==> src/rtl/rv_decode_pkg.sv <==
`default_nettype none

package rv_decode_pkg;

    localparam int XLEN = 64;

    typedef logic [31:0]     instr_t;
    typedef logic [XLEN-1:0] pc_t;
    typedef logic [4:0]      reg_idx_t;
    typedef logic [31:0]     imm_t;
    typedef logic [1:0]      mem_size_t;
    typedef logic [6:0]      opcode_t;

    // Major opcodes of the uncompressed encoding
    localparam opcode_t OPCODE_LOAD      = 7'b0000011;
    localparam opcode_t OPCODE_MISC_MEM  = 7'b0001111;
    localparam opcode_t OPCODE_OP_IMM    = 7'b0010011;
    localparam opcode_t OPCODE_AUIPC     = 7'b0010111;
    localparam opcode_t OPCODE_OP_IMM_32 = 7'b0011011;
    localparam opcode_t OPCODE_STORE     = 7'b0100011;
    localparam opcode_t OPCODE_OP        = 7'b0110011;
    localparam opcode_t OPCODE_LUI       = 7'b0110111;
    localparam opcode_t OPCODE_OP_32     = 7'b0111011;
    localparam opcode_t OPCODE_BRANCH    = 7'b1100011;
    localparam opcode_t OPCODE_JALR      = 7'b1100111;
    localparam opcode_t OPCODE_JAL       = 7'b1101111;

    // Selects SUB and SRA/SRAI
    localparam logic [6:0] funct7_alt = 7'b0100000;

    typedef enum logic [2:0] {
        OT_ALU,
        OT_MEM,
        OT_BRANCH,
        OT_JALR,
        OT_AUIPC,
        OT_FENCE_I
    } op_type_e;

    // ALU_ADDSUB is zero so that an idle ALU field reads as all zero
    typedef enum logic [2:0] {
        ALU_ADDSUB,
        ALU_SLT,
        ALU_SLTU,
        ALU_XOR,
        ALU_OR,
        ALU_AND,
        ALU_SHIFT
    } alu_op_e;

    typedef enum logic [2:0] {
        CMP_EQ,
        CMP_NE,
        CMP_LT,
        CMP_GE,
        CMP_LTU,
        CMP_GEU,
        CMP_JUMP
    } cmp_op_e;

    typedef enum logic {
        MEM_LOAD,
        MEM_STORE
    } mem_op_e;

endpackage

`default_nettype wire

==> src/rtl/imm_gen.sv <==
`timescale 1ns/1ps
`default_nettype none

module imm_gen (
    input  rv_decode_pkg::instr_t instr,
    output rv_decode_pkg::imm_t   immediate,
    output logic                  use_imm
);
    import rv_decode_pkg::*;

    opcode_t opcode;
    imm_t    i_imm;
    imm_t    u_imm;
    imm_t    s_imm;
    imm_t    b_imm;
    imm_t    j_imm;

    assign opcode = instr[6:0];

    // All formats take their sign from bit 31
    assign i_imm = {{20{instr[31]}}, instr[31:20]};
    assign u_imm = {instr[31:12], 12'b0};
    assign s_imm = {{20{instr[31]}}, instr[31:25], instr[11:7]};
    assign b_imm = {{20{instr[31]}}, instr[7], instr[30:25], instr[11:8], 1'b0};
    assign j_imm = {{12{instr[31]}}, instr[19:12], instr[20], instr[30:21], 1'b0};

    always_comb begin
        immediate = '0;
        use_imm   = 1'b0;
        case (opcode)
            OPCODE_LOAD, OPCODE_OP_IMM, OPCODE_OP_IMM_32, OPCODE_JALR: begin
                immediate = i_imm;
                use_imm   = 1'b1;
            end
            OPCODE_LUI, OPCODE_AUIPC: begin
                immediate = u_imm;
                use_imm   = 1'b1;
            end
            OPCODE_STORE: begin
                immediate = s_imm;
                use_imm   = 1'b1;
            end
            // Target offsets only, not an ALU operand
            OPCODE_BRANCH: immediate = b_imm;
            OPCODE_JAL:    immediate = j_imm;
            default: begin
                immediate = '0;
                use_imm   = 1'b0;
            end
        endcase
    end

endmodule

`default_nettype wire

==> src/rtl/alu_op_decode.sv <==
`timescale 1ns/1ps
`default_nettype none

module alu_op_decode (
    input  rv_decode_pkg::instr_t  instr,
    output logic                   hit,
    output logic                   illegal,
    output logic                   use_rs1,
    output logic                   use_rs2,
    output logic                   use_rd,
    output rv_decode_pkg::alu_op_e alu_op,
    output logic                   adder_subtract,
    output logic                   shift_left,
    output logic                   shift_arith,
    output logic                   is_32
);
    import rv_decode_pkg::*;

    opcode_t    opcode;
    logic [6:0] funct7;
    logic [2:0] funct3;
    logic       reg_form;
    logic       word_form;
    logic       f7_zero;
    logic       f7_alt;
    logic       f7_ok;
    logic       funct3_ok;

    assign opcode = instr[6:0];
    assign funct3 = instr[14:12];
    assign funct7 = instr[31:25];

    assign hit = (opcode == OPCODE_OP_IMM) || (opcode == OPCODE_OP_IMM_32) ||
                 (opcode == OPCODE_OP)     || (opcode == OPCODE_OP_32);

    assign reg_form  = (opcode == OPCODE_OP) || (opcode == OPCODE_OP_32);
    assign word_form = (opcode == OPCODE_OP_IMM_32) || (opcode == OPCODE_OP_32);

    // 64-bit immediate shifts carry shamt[5] in funct7 bit 0
    always_comb begin
        if (reg_form || word_form) begin
            f7_zero = (funct7 == 7'b0);
            f7_alt  = (funct7 == funct7_alt);
        end else begin
            f7_zero = (funct7[6:1] == 6'b0);
            f7_alt  = (funct7[6:1] == funct7_alt[6:1]);
        end
    end

    always_comb begin
        alu_op         = ALU_ADDSUB;
        adder_subtract = 1'b0;
        shift_left     = 1'b0;
        shift_arith    = 1'b0;
        f7_ok          = 1'b1;
        funct3_ok      = 1'b1;
        if (hit) begin
            unique case (funct3)
                3'b000: begin
                    alu_op         = ALU_ADDSUB;
                    adder_subtract = reg_form && f7_alt;
                    f7_ok          = !reg_form || f7_zero || f7_alt;
                end
                3'b001: begin
                    alu_op     = ALU_SHIFT;
                    shift_left = 1'b1;
                    f7_ok      = f7_zero;
                end
                3'b101: begin
                    alu_op      = ALU_SHIFT;
                    shift_arith = f7_alt;
                    f7_ok       = f7_zero || f7_alt;
                end
                3'b010: begin
                    alu_op         = ALU_SLT;
                    adder_subtract = 1'b1;
                    f7_ok          = !reg_form || f7_zero;
                    funct3_ok      = !word_form;
                end
                3'b011: begin
                    alu_op         = ALU_SLTU;
                    adder_subtract = 1'b1;
                    f7_ok          = !reg_form || f7_zero;
                    funct3_ok      = !word_form;
                end
                3'b100: begin
                    alu_op    = ALU_XOR;
                    f7_ok     = !reg_form || f7_zero;
                    funct3_ok = !word_form;
                end
                3'b110: begin
                    alu_op    = ALU_OR;
                    f7_ok     = !reg_form || f7_zero;
                    funct3_ok = !word_form;
                end
                3'b111: begin
                    alu_op    = ALU_AND;
                    f7_ok     = !reg_form || f7_zero;
                    funct3_ok = !word_form;
                end
            endcase
        end
    end

    // MUL/DIV land here through funct7 0000001
    assign illegal = hit && !(f7_ok && funct3_ok);

    assign use_rs1 = hit;
    assign use_rs2 = hit && reg_form;
    assign use_rd  = hit;
    assign is_32   = hit && word_form;

endmodule

`default_nettype wire

==> src/rtl/flow_mem_decode.sv <==
`timescale 1ns/1ps
`default_nettype none

module flow_mem_decode (
    input  rv_decode_pkg::instr_t     instr,
    output logic                      hit,
    output logic                      illegal,
    output logic                      use_rs1,
    output logic                      use_rs2,
    output logic                      use_rd,
    output rv_decode_pkg::op_type_e   op_type,
    output rv_decode_pkg::cmp_op_e    cmp_op,
    output rv_decode_pkg::mem_op_e    mem_op,
    output rv_decode_pkg::mem_size_t  mem_size,
    output logic                      mem_zeroext
);
    import rv_decode_pkg::*;

    opcode_t    opcode;
    logic [2:0] funct3;

    assign opcode = instr[6:0];
    assign funct3 = instr[14:12];

    always_comb begin
        hit         = 1'b1;
        illegal     = 1'b0;
        use_rs1     = 1'b0;
        use_rs2     = 1'b0;
        use_rd      = 1'b0;
        op_type     = OT_ALU;
        cmp_op      = CMP_EQ;
        mem_op      = MEM_LOAD;
        mem_size    = '0;
        mem_zeroext = 1'b0;
        case (opcode)
            OPCODE_LOAD: begin
                op_type     = OT_MEM;
                mem_op      = MEM_LOAD;
                mem_size    = funct3[1:0];
                mem_zeroext = funct3[2];
                use_rs1     = 1'b1;
                use_rd      = 1'b1;
                // No LDU in RV64
                illegal     = (funct3 == 3'b111);
            end
            OPCODE_STORE: begin
                op_type  = OT_MEM;
                mem_op   = MEM_STORE;
                mem_size = funct3[1:0];
                use_rs1  = 1'b1;
                use_rs2  = 1'b1;
                illegal  = funct3[2];
            end
            OPCODE_BRANCH: begin
                op_type = OT_BRANCH;
                use_rs1 = 1'b1;
                use_rs2 = 1'b1;
                case (funct3)
                    3'b000:  cmp_op = CMP_EQ;
                    3'b001:  cmp_op = CMP_NE;
                    3'b100:  cmp_op = CMP_LT;
                    3'b101:  cmp_op = CMP_GE;
                    3'b110:  cmp_op = CMP_LTU;
                    3'b111:  cmp_op = CMP_GEU;
                    default: illegal = 1'b1;
                endcase
            end
            OPCODE_JAL: begin
                op_type = OT_BRANCH;
                cmp_op  = CMP_JUMP;
                use_rd  = 1'b1;
            end
            OPCODE_JALR: begin
                op_type = OT_JALR;
                use_rs1 = 1'b1;
                use_rd  = 1'b1;
                illegal = (funct3 != 3'b000);
            end
            OPCODE_AUIPC: begin
                op_type = OT_AUIPC;
                use_rd  = 1'b1;
            end
            // Executed by the ALU as zero plus the immediate
            OPCODE_LUI: use_rd = 1'b1;
            OPCODE_MISC_MEM: begin
                case (funct3)
                    // FENCE is a no-op on this in-order core
                    3'b000:  op_type = OT_ALU;
                    3'b001:  op_type = OT_FENCE_I;
                    default: illegal = 1'b1;
                endcase
            end
            default: hit = 1'b0;
        endcase
    end

endmodule

`default_nettype wire

==> src/rtl/decode_stage.sv <==
`timescale 1ns/1ps
`default_nettype none

module decode_stage (
    input  logic                      clk,
    input  logic                      rst_n,
    input  logic                      in_valid,
    input  rv_decode_pkg::instr_t     instr,
    input  rv_decode_pkg::pc_t        pc,
    output logic                      out_valid,
    output rv_decode_pkg::pc_t        out_pc,
    output rv_decode_pkg::op_type_e   op_type,
    output rv_decode_pkg::alu_op_e    alu_op,
    output logic                      adder_subtract,
    output logic                      shift_left,
    output logic                      shift_arith,
    output logic                      is_32,
    output rv_decode_pkg::cmp_op_e    cmp_op,
    output rv_decode_pkg::mem_op_e    mem_op,
    output rv_decode_pkg::mem_size_t  mem_size,
    output logic                      mem_zeroext,
    output rv_decode_pkg::reg_idx_t   rs1,
    output rv_decode_pkg::reg_idx_t   rs2,
    output rv_decode_pkg::reg_idx_t   rd,
    output logic                      use_imm,
    output rv_decode_pkg::imm_t       immediate,
    output logic                      illegal
);
    import rv_decode_pkg::*;

    logic      alu_hit, alu_illegal, alu_use_rs1, alu_use_rs2, alu_use_rd;
    alu_op_e   alu_alu_op;
    logic      alu_adder_subtract, alu_shift_left, alu_shift_arith, alu_is_32;
    logic      flow_hit, flow_illegal, flow_use_rs1, flow_use_rs2, flow_use_rd;
    op_type_e  flow_op_type;
    cmp_op_e   flow_cmp_op;
    mem_op_e   flow_mem_op;
    mem_size_t flow_mem_size;
    logic      flow_mem_zeroext;
    imm_t      imm_value;
    logic      imm_use;
    logic      use_rs1, use_rs2, use_rd;

    imm_gen i_imm_gen (
        .instr     (instr),
        .immediate (imm_value),
        .use_imm   (imm_use)
    );

    alu_op_decode i_alu_op_decode (
        .instr          (instr),
        .hit            (alu_hit),
        .illegal        (alu_illegal),
        .use_rs1        (alu_use_rs1),
        .use_rs2        (alu_use_rs2),
        .use_rd         (alu_use_rd),
        .alu_op         (alu_alu_op),
        .adder_subtract (alu_adder_subtract),
        .shift_left     (alu_shift_left),
        .shift_arith    (alu_shift_arith),
        .is_32          (alu_is_32)
    );

    flow_mem_decode i_flow_mem_decode (
        .instr       (instr),
        .hit         (flow_hit),
        .illegal     (flow_illegal),
        .use_rs1     (flow_use_rs1),
        .use_rs2     (flow_use_rs2),
        .use_rd      (flow_use_rd),
        .op_type     (flow_op_type),
        .cmp_op      (flow_cmp_op),
        .mem_op      (flow_mem_op),
        .mem_size    (flow_mem_size),
        .mem_zeroext (flow_mem_zeroext)
    );

    assign use_rs1 = (alu_hit && alu_use_rs1) || (flow_hit && flow_use_rs1);
    assign use_rs2 = (alu_hit && alu_use_rs2) || (flow_hit && flow_use_rs2);
    assign use_rd  = (alu_hit && alu_use_rd)  || (flow_hit && flow_use_rd);

    always_ff @(posedge clk or negedge rst_n) begin
        if (!rst_n) begin
            out_valid <= 1'b0;
        end else begin
            out_valid <= in_valid;
        end
    end

    // Payload only loads on a valid word and holds otherwise
    always_ff @(posedge clk) begin
        if (in_valid) begin
            out_pc         <= pc;
            op_type        <= flow_hit ? flow_op_type : OT_ALU;
            alu_op         <= alu_hit ? alu_alu_op : ALU_ADDSUB;
            adder_subtract <= alu_hit && alu_adder_subtract;
            shift_left     <= alu_hit && alu_shift_left;
            shift_arith    <= alu_hit && alu_shift_arith;
            is_32          <= alu_hit && alu_is_32;
            cmp_op         <= flow_hit ? flow_cmp_op : CMP_EQ;
            mem_op         <= flow_hit ? flow_mem_op : MEM_LOAD;
            mem_size       <= flow_hit ? flow_mem_size : mem_size_t'(0);
            mem_zeroext    <= flow_hit && flow_mem_zeroext;
            rs1            <= use_rs1 ? instr[19:15] : reg_idx_t'(0);
            rs2            <= use_rs2 ? instr[24:20] : reg_idx_t'(0);
            rd             <= use_rd ? instr[11:7] : reg_idx_t'(0);
            use_imm        <= imm_use;
            immediate      <= imm_value;
            // Unclaimed opcodes, SYSTEM and AMO included
            illegal        <= alu_hit ? alu_illegal : (flow_hit ? flow_illegal : 1'b1);
        end
    end

    // Opcode sets of the two decoders are disjoint
    assert property (@(posedge clk) disable iff (!rst_n) !(alu_hit && flow_hit));

    assert property (@(posedge clk) disable iff (!rst_n) !$isunknown(out_valid));

    assert property (@(posedge clk) disable iff (!rst_n)
        (in_valid && !alu_hit && !flow_hit) |=> (out_valid && illegal));

endmodule

`default_nettype wire

==> config.mk <==
export PLATFORM = sky130hd
export DESIGN_NAME = decode_stage
export DESIGN_NICKNAME = d
export VERILOG_FILES = /design/src/rtl/rv_decode_pkg.sv /design/src/rtl/imm_gen.sv /design/src/rtl/alu_op_decode.sv /design/src/rtl/flow_mem_decode.sv /design/src/rtl/decode_stage.sv
export SDC_FILE = /design/constraint.sdc
export NUM_CORES = 1
export LEC_CHECK = 0
export BUFFER_PORTS_ARGS = -buffer_cell sky130_fd_sc_hd__buf_2
export CAP_MARGIN = 15
export CORE_AREA = 2 2 153 80
export CTS_BUF_LIST = sky130_fd_sc_hd__clkbuf_4
export DETAILED_ROUTE_END_ITERATION = 7
export DIE_AREA = 0 0 155 82
export PLACE_DENSITY = 0.77
export SYNTH_ARGS = -nofsm -noshare
export SYNTH_HDL_FRONTEND = slang
export SYNTH_SLANG_ARGS = --single-unit
==> constraint.sdc <==
create_clock -name clk -period 0.96 [get_ports clk]
set_input_delay 0.192 -clock clk [delete_from_list [all_inputs] [get_ports clk]]
set_output_delay 0.192 -clock clk [all_outputs]
set_load 0.05 [all_outputs]
==> results of run 1 <==
[worst min-delay path: cells and delay by family]
| family | cells | cell delay [ns] |
|---|---|---|
| buffers and inverters | 2 | 0.17 |
| AOI/OAI and AO/OA | 1 | 0.09 |
[per-stage QoR]
step	hold WS [ns]	utilization	power, mW	instance area (um2)	setup TNS (ns)
after global placement	-0.0330	0.612	9.65	7010	-34.33
after detailed placement	-0.0298	0.612	9.69	7010	-36.74
after global routing	0.0221	0.803	14.6	9200	-52.09
final	0.0371	0.803	14.2	9200	-44.85
after floorplan	-0.104	-	8.68	5210	-13.72
after CTS	0.0116	0.784	14.0	8980	-48.80
[flip-flops by register name, indices dropped and copies added, names as in the netlist]
name	cells
shift_left	1
op_type	3
mem_zeroext	1
out_valid	1
cmp_op	3
mem_size	2
mem_op	1
rd	5
out_pc	64
rs2	5
use_imm	1
rs1	5
illegal	1
is_32	1
immediate	32
alu_op	3
adder_subtract	1
shift_arith	1
[layer usage]
layer	GRT usage	up-vias	share of wire
li1	-	1970	-
met1	0.339	2166	0.39
met2	0.470	236	0.50
met3	0.0950	36	0.090
met4	0.0981	0	0.019
met5	0	-	0
[path summary, 6_finish.rpt]
path	start	endpoint	slack, ns	cells past startpoint
max	out_pc[21]$_DFFE_PP_	out_pc[21]	-0.40	1
min	instr[27]	immediate[27]$_DFFE_PP_	0.04	3
max in group asynchronous	rst_n	out_valid$_DFF_PN0_	0.31	3
min in group asynchronous	rst_n	out_valid$_DFF_PN0_	0.53	3
[power by group]
| group | switching [mW] | internal [mW] |
|---|---|---|
| registers | 0.231 | 6.72 |
| logic | 2.19 | 1.46 |
| clock network | 2.26 | 1.30 |
[what timing repair did]
item,in CTS,in global routing
buffers inserted,1,6
hold buffers,81,0
pin swaps,8,17
endpoints found under the setup margin,164,168
endpoints found under the hold margin,89,0
gates resized for setup,284,34
[cell families after synthesis]
family / share of synthesized area
AOI/OAI and AO/OA: 0.0925
xor gates and xnor gates: 0.00347
buffers and inverters: 0.0221
DFF: 0.779
muxes: 0.00198
and+or+nand+nor: 0.101
[cells in the final DEF, fill, tap and decap left out, drive strengths merged, types with 2 or more instances in the layout]
cell type	instances
nand3b	2
clkinv	5
o21ai	15
nand2b	2
buf	308
inv	11
a22o	4
or2	2
xor2	2
edfxtp	130
and3	3
o32ai	2
dlygate4sd3	81
a21oi	11
nor2	10
a211oi	4
nor2b	2
or3	2
clkbuf	17
nand3	5
o21a	2
nand2	16
a32o	2
nor3b	6
a21o	11
nor4	5
nor3	6
o31ai	2
clkinvlp	4
and2	17
[final cells by class]
| class | instances | area (um2) |
|---|---|---|
| Fill cell | 625 | 2260 |
| Multi-Input combinational cell | 151 | 1280 |
| Clock buffer | 17 | 128 |
| Tap cell | 150 | 188 |
| Clock inverter | 14 | 130 |
| Inverter | 7 | 26.3 |
| Sequential cell | 131 | 3930 |
| Timing Repair Buffer | 389 | 3520 |
==> key figures, run 1 <==
Outcome
  – Status: finished, violations left
  – Violated checks: negative setup slack

Setup path
  – Worst Path Buf+Inv: 1
  – Slowest CP cell: edfxtp_1
  – Critical Path Sink Type: primary output
  – Cell Chain, Critical Path: buf_6
  – Delay of the slowest cell on the worst path: 0.46 ns
  – Critical path fanouts, max: 1
  – Cell family with most CP delay: flip-flops
  – Crit start category: flop
  – Crit path DAT: 1.17 ns
  – CP Class: flop to primary output
  – Data required, critical path: between 0.7 and 0.8 ns

Clocking
  – Clock slew at reported path FFs: approximately 0.13 ns
  – Root buf cell: clkbuf_4
  – Clock sinks: 131
  – Total CTS buffers: 17
  – CTS tree: yes
  – CTS H-Tree Depth: 4
  – CTS max path bufs: 2

STA
  – Actual slew at the worst max-slew pin: ~0.63 ns
  – Final Hold Fails: 0
  – Fmax: ~0.73 GHz
  – Crit path time final: 1.36 ns
  – PnR worst setup slack: -0.401 ns
  – Fin crit share: 1.42
  – Slew Limit Fails: 0
  – Final setup fails: about 140
  – RSZ-0062 raised after global routing: true
  – Rel. slew slack: 0.576

Route
  – Vias per cell: 5.13
  – DR WL/cell: between 20 and 25 um
  – Total number of vias: about 4400
  – Drt drc: 0
  – 1st-iter DRT viols: 239
  – 1st-pass router iterations: 5
  – Final WL: 17900 um
  – ANT nets after route: 0

Placement
  – Port buffer count: approximately 230
  – Placed cells: between 700 and 800
  – DP HPWL: 10800 um
  – Final GP Congestion: 0.896
  – DP Worst Slack: -0.822 ns

Synth
  – Synth Register Bits: 131
  – Area leader, netlist: edfxtp_1
  – Syn_area_per_cell: ~17 um2
  – Main synth FF type: edfxtp_1
  – Post-synthesis cell type count: 58
  – Mapped Nets: just over 400
  – Ys async rst share: 0.00763
  – Synth top area share: 0.774
  – Cells after Synth: 304
  – Synth Cell Area: 5040 um2
  – Count leader, synth: edfxtp_1
  – Sequential cell area fraction in the yosys report: 0.779
  – Commonest cells post-synth: 130 x edfxtp_1, 17 x and2_1, 16 x nand2_1
  – Synth area leaders: edfxtp_1 77%, and2_1 2.1%, a21o_1 1.6%
  – Number of enable flip-flop cells after synthesis: 130
  – Synth warn: 0

Hold path
  – Worst min-delay path category: input pin to flop

GRT
  – Largest net degree at the start of global routing: 58
  – Global route overflow: 0
  – First-pass GRT wire length: approximately 26000 um
  – Total GRT Usage: 0.278
  – Vias in the first global route: about 4500
  – Initial antenna violation count: 0

Power and ir drop
  – Peak VDD IR: 0.748 mV
  – Pwr Density: ~1500 nW/um2
  – Pleak: 3.83 nW

Flow run
  – Max-Cap Viols: 0

Floorplanning
  – Initial core utilization: 0.440
  – Num rows: 28
  – Boundary Pins: 230
  – Die area: 12700 um2
  – Die W: between 150 and 200 um
  – DIE HEIGHT: 82 um
  – Core Box Area: between 10000 and 15000 um2

Final layout
  – Area growth from synthesis to layout: 82.3%
  – Layout cells sized above 1: 0.554
  – Non-Filler Instances: 859
  – Final #Nets: 796
  – Ant. Diodes: 0
Power figures use the tool's default switching activity.
==> inputs of run 2 (changes only) <==
- CORE_AREA: 2 2 153 80 -> 2 2 162 85
- DIE_AREA: 0 0 155 82 -> 0 0 164 87
- PLACE_DENSITY: 0.77 -> 0.69
==> key figures, run 2 (synthesis results as in run 1) <==
STA
  – RSZ-0062 raised after global routing: true
  – Crit path time final: 1.36 ns (-0.00167 ns)
  – Fmax: 0.736 GHz (+0.12%)
  – Final Hold Fails: 0 (unchanged)
  – Final setup fails: 156 (+16%)
  – PnR worst setup slack: -0.399 ns (+0.00167 ns)
  – Fin crit share: 1.42 (-0.00174)
  – Actual slew at the worst max-slew pin: 0.375 ns (-0.256 ns)
  – Rel. slew slack: 0.748 (+0.172)
  – Slew Limit Fails: 0 (unchanged)

Outcome
  – Violated checks: negative setup slack
  – Status: finished, violations left

GRT
  – Vias in the first global route: 4427 (-2.5%)
  – Initial antenna violation count: 0 (unchanged)
  – Total GRT Usage: 0.224 (-0.0538)
  – Largest net degree at the start of global routing: 60 (+3.4%)
  – First-pass GRT wire length: 23700 um (-7.1%)
  – Global route overflow: 0 (unchanged)

Route
  – Routed length on met1: 6690 um (-5.4%)
  – 1st-iter DRT viols: 317 (+33%)
  – 1st-pass router iterations: 5 (unchanged)
  – Vias per cell: 4.80 (-6.5%)
  – Top sig layer: met4
  – ANT nets after route: 0 (unchanged)
  – DR WL/cell: 17.9 um (-14%)
  – Met2 wire length: 7910 um (-11%)
  – Drt drc: 0 (unchanged)
  – Total number of vias: 4249 (-3.6%)
  – Final WL: 15900 um (-11%)
  – Routed met3 length: 1130 um (-30%)

Final layout
  – Final Cell Area: 9210 um2 (about the same)
  – Layout cells sized above 1: 0.546 (-0.00782)
  – Max reg flops: 64 (unchanged)
  – Biggest regs: out_pc: 64 flops, immediate: 32 flops
  – Area growth from synthesis to layout: 82.5% (about the same)
  – Final #Nets: 796 (unchanged)
  – Largest Register: out_pc
  – Final Util: 0.707 (-0.0960)
  – Ant. Diodes: 0 (unchanged)
  – Most common cell after layout, fill and taps aside: buf_6
  – Most frequent cells in the layout: 144 x buf_6, 130 x edfxtp_1, 89 x buf_2

Placement
  – DP HPWL: 10100 um (-6.9%)
  – Port buffer count: 229 (unchanged)
  – Final GP Congestion: 0.860 (-3.9%)
  – Placed instance area: 6900 um2 (-1.6%)

Setup path
  – Critical path fanouts, max: 1 (unchanged)
  – Cell family with most CP delay: flip-flops
  – Worst Path Buf+Inv: 1 (unchanged)
  – Delay of the slowest cell on the worst path: 0.47 ns (about the same)
  – Crit path DAT: 1.17 ns (about the same)
  – Data required, critical path: 0.77 ns (about the same)
  – CP Class: flop to primary output
  – Cell Chain, Critical Path: buf_6
  – Critical Path Sink Type: primary output
  – Slowest CP cell: edfxtp_1
  – Crit start category: flop
  – Cell count along the critical path: 1 (unchanged)

Power and ir drop
  – Pleak: 3.83 nW (about the same)
  – Pwr Density: 1530 nW/um2 (-0.79%)
  – Peak VDD IR: 0.816 mV (+9.1%)

Floorplanning
  – Core Box Area: 13000 um2 (+14%)
  – Die W: 164 um (+5.8%)
  – Boundary Pins: 230 (unchanged)
  – Initial core utilization: 0.387 (-0.0530)
  – Die area: 14300 um2 (+12%)
  – DIE HEIGHT: 87 um (+6.1%)
  – Num rows: 30 (+7.1%)

Clocking
  – Clock slew at reported path FFs: 0.13 ns (about the same)
  – Root buf cell: clkbuf_4
  – CTS max path bufs: 2 (unchanged)
  – CTS H-Tree Depth: 4 (unchanged)
  – Total CTS buffers: 17 (unchanged)
  – CTS tree: yes
  – Clock sinks: 131 (unchanged)

Hold path
  – Hold wc startpoint: instr[27]
  – Hold depth: 3 (unchanged)
  – Hold Path End: immediate[27]$_DFFE_PP_
  – Worst min-delay path category: input pin to flop

Flow run
  – Max-Cap Viols: 0 (unchanged)
## run 2: cell count changes in the layout (fill, tap and decap cells not counted), sizes merged
cell         change
clkinv           -1
bufinv           -1
inv              +5
dlygate4sd3      +2
buf              -2
clkinvlp         -2
## run 2: what timing repair did
item	CTS	global route
pin swaps	10	21
setup buffers	12	8
hold endpoints to repair	90	1
setup endpoints to repair	170	171
gates resized for setup	289	32
hold buffers	82	1
## run 2: area by class of cell
cell class | count | area (um2)
Tap cell | 176 | 220
Clock inverter | 15 | 139
Timing Repair Buffer | 389 | 3490
Multi-Input combinational cell | 151 | 1270
Sequential cell | 131 | 3930
Fill cell | 861 | 3820
Inverter | 7 | 26.3
Clock buffer | 17 | 128
## run 2: worst max path at each step
| stage | to | start |
|---|---|---|
| after global routing | immediate[0] | immediate[0]$_DFFE_PP_ |
| final | immediate[0] | immediate[0]$_DFFE_PP_ |
| after CTS | immediate[0] | immediate[0]$_DFFE_PP_ |
| after floorplan | illegal$_DFFE_PP_ | instr[5] |
| after detailed placement | immediate[23]$_DFFE_PP_ | instr[4] |
| after global placement | illegal$_DFFE_PP_ | instr[5] |
## run 2: stage by stage
stage	setup TNS [ns]	cells	hold WS, ns	total power, mW	worst slack (ns)
final	-43.79	886	0.0479	14.1	-0.399
after global routing	-54.76	886	0.00223	14.6	-0.486
after CTS	-48.62	880	0.00667	14.0	-0.447
after detailed placement	-39.83	754	-0.0321	9.61	-0.744
after global placement	-35.65	754	-0.0339	9.58	-0.708
after floorplan	-13.72	304	-0.104	8.68	-0.451
## run 2: per-layer routing
layer,GRT usage,vias to the layer above
met3,0.0652,16
met4,0.0614,0
li1,-,1979
met1,0.289,2074
met2,0.374,180
met5,0,-
## run 2: report_power, final
| part | internal [mW] | total, mW | switching, mW |
|---|---|---|---|
| combinational | 1.45 | 3.59 | 2.14 |
| sequential | 6.72 | 6.93 | 0.210 |
| clock | 1.14 | 3.55 | 2.40 |
| total | 9.30 | 14.1 | 4.75 |
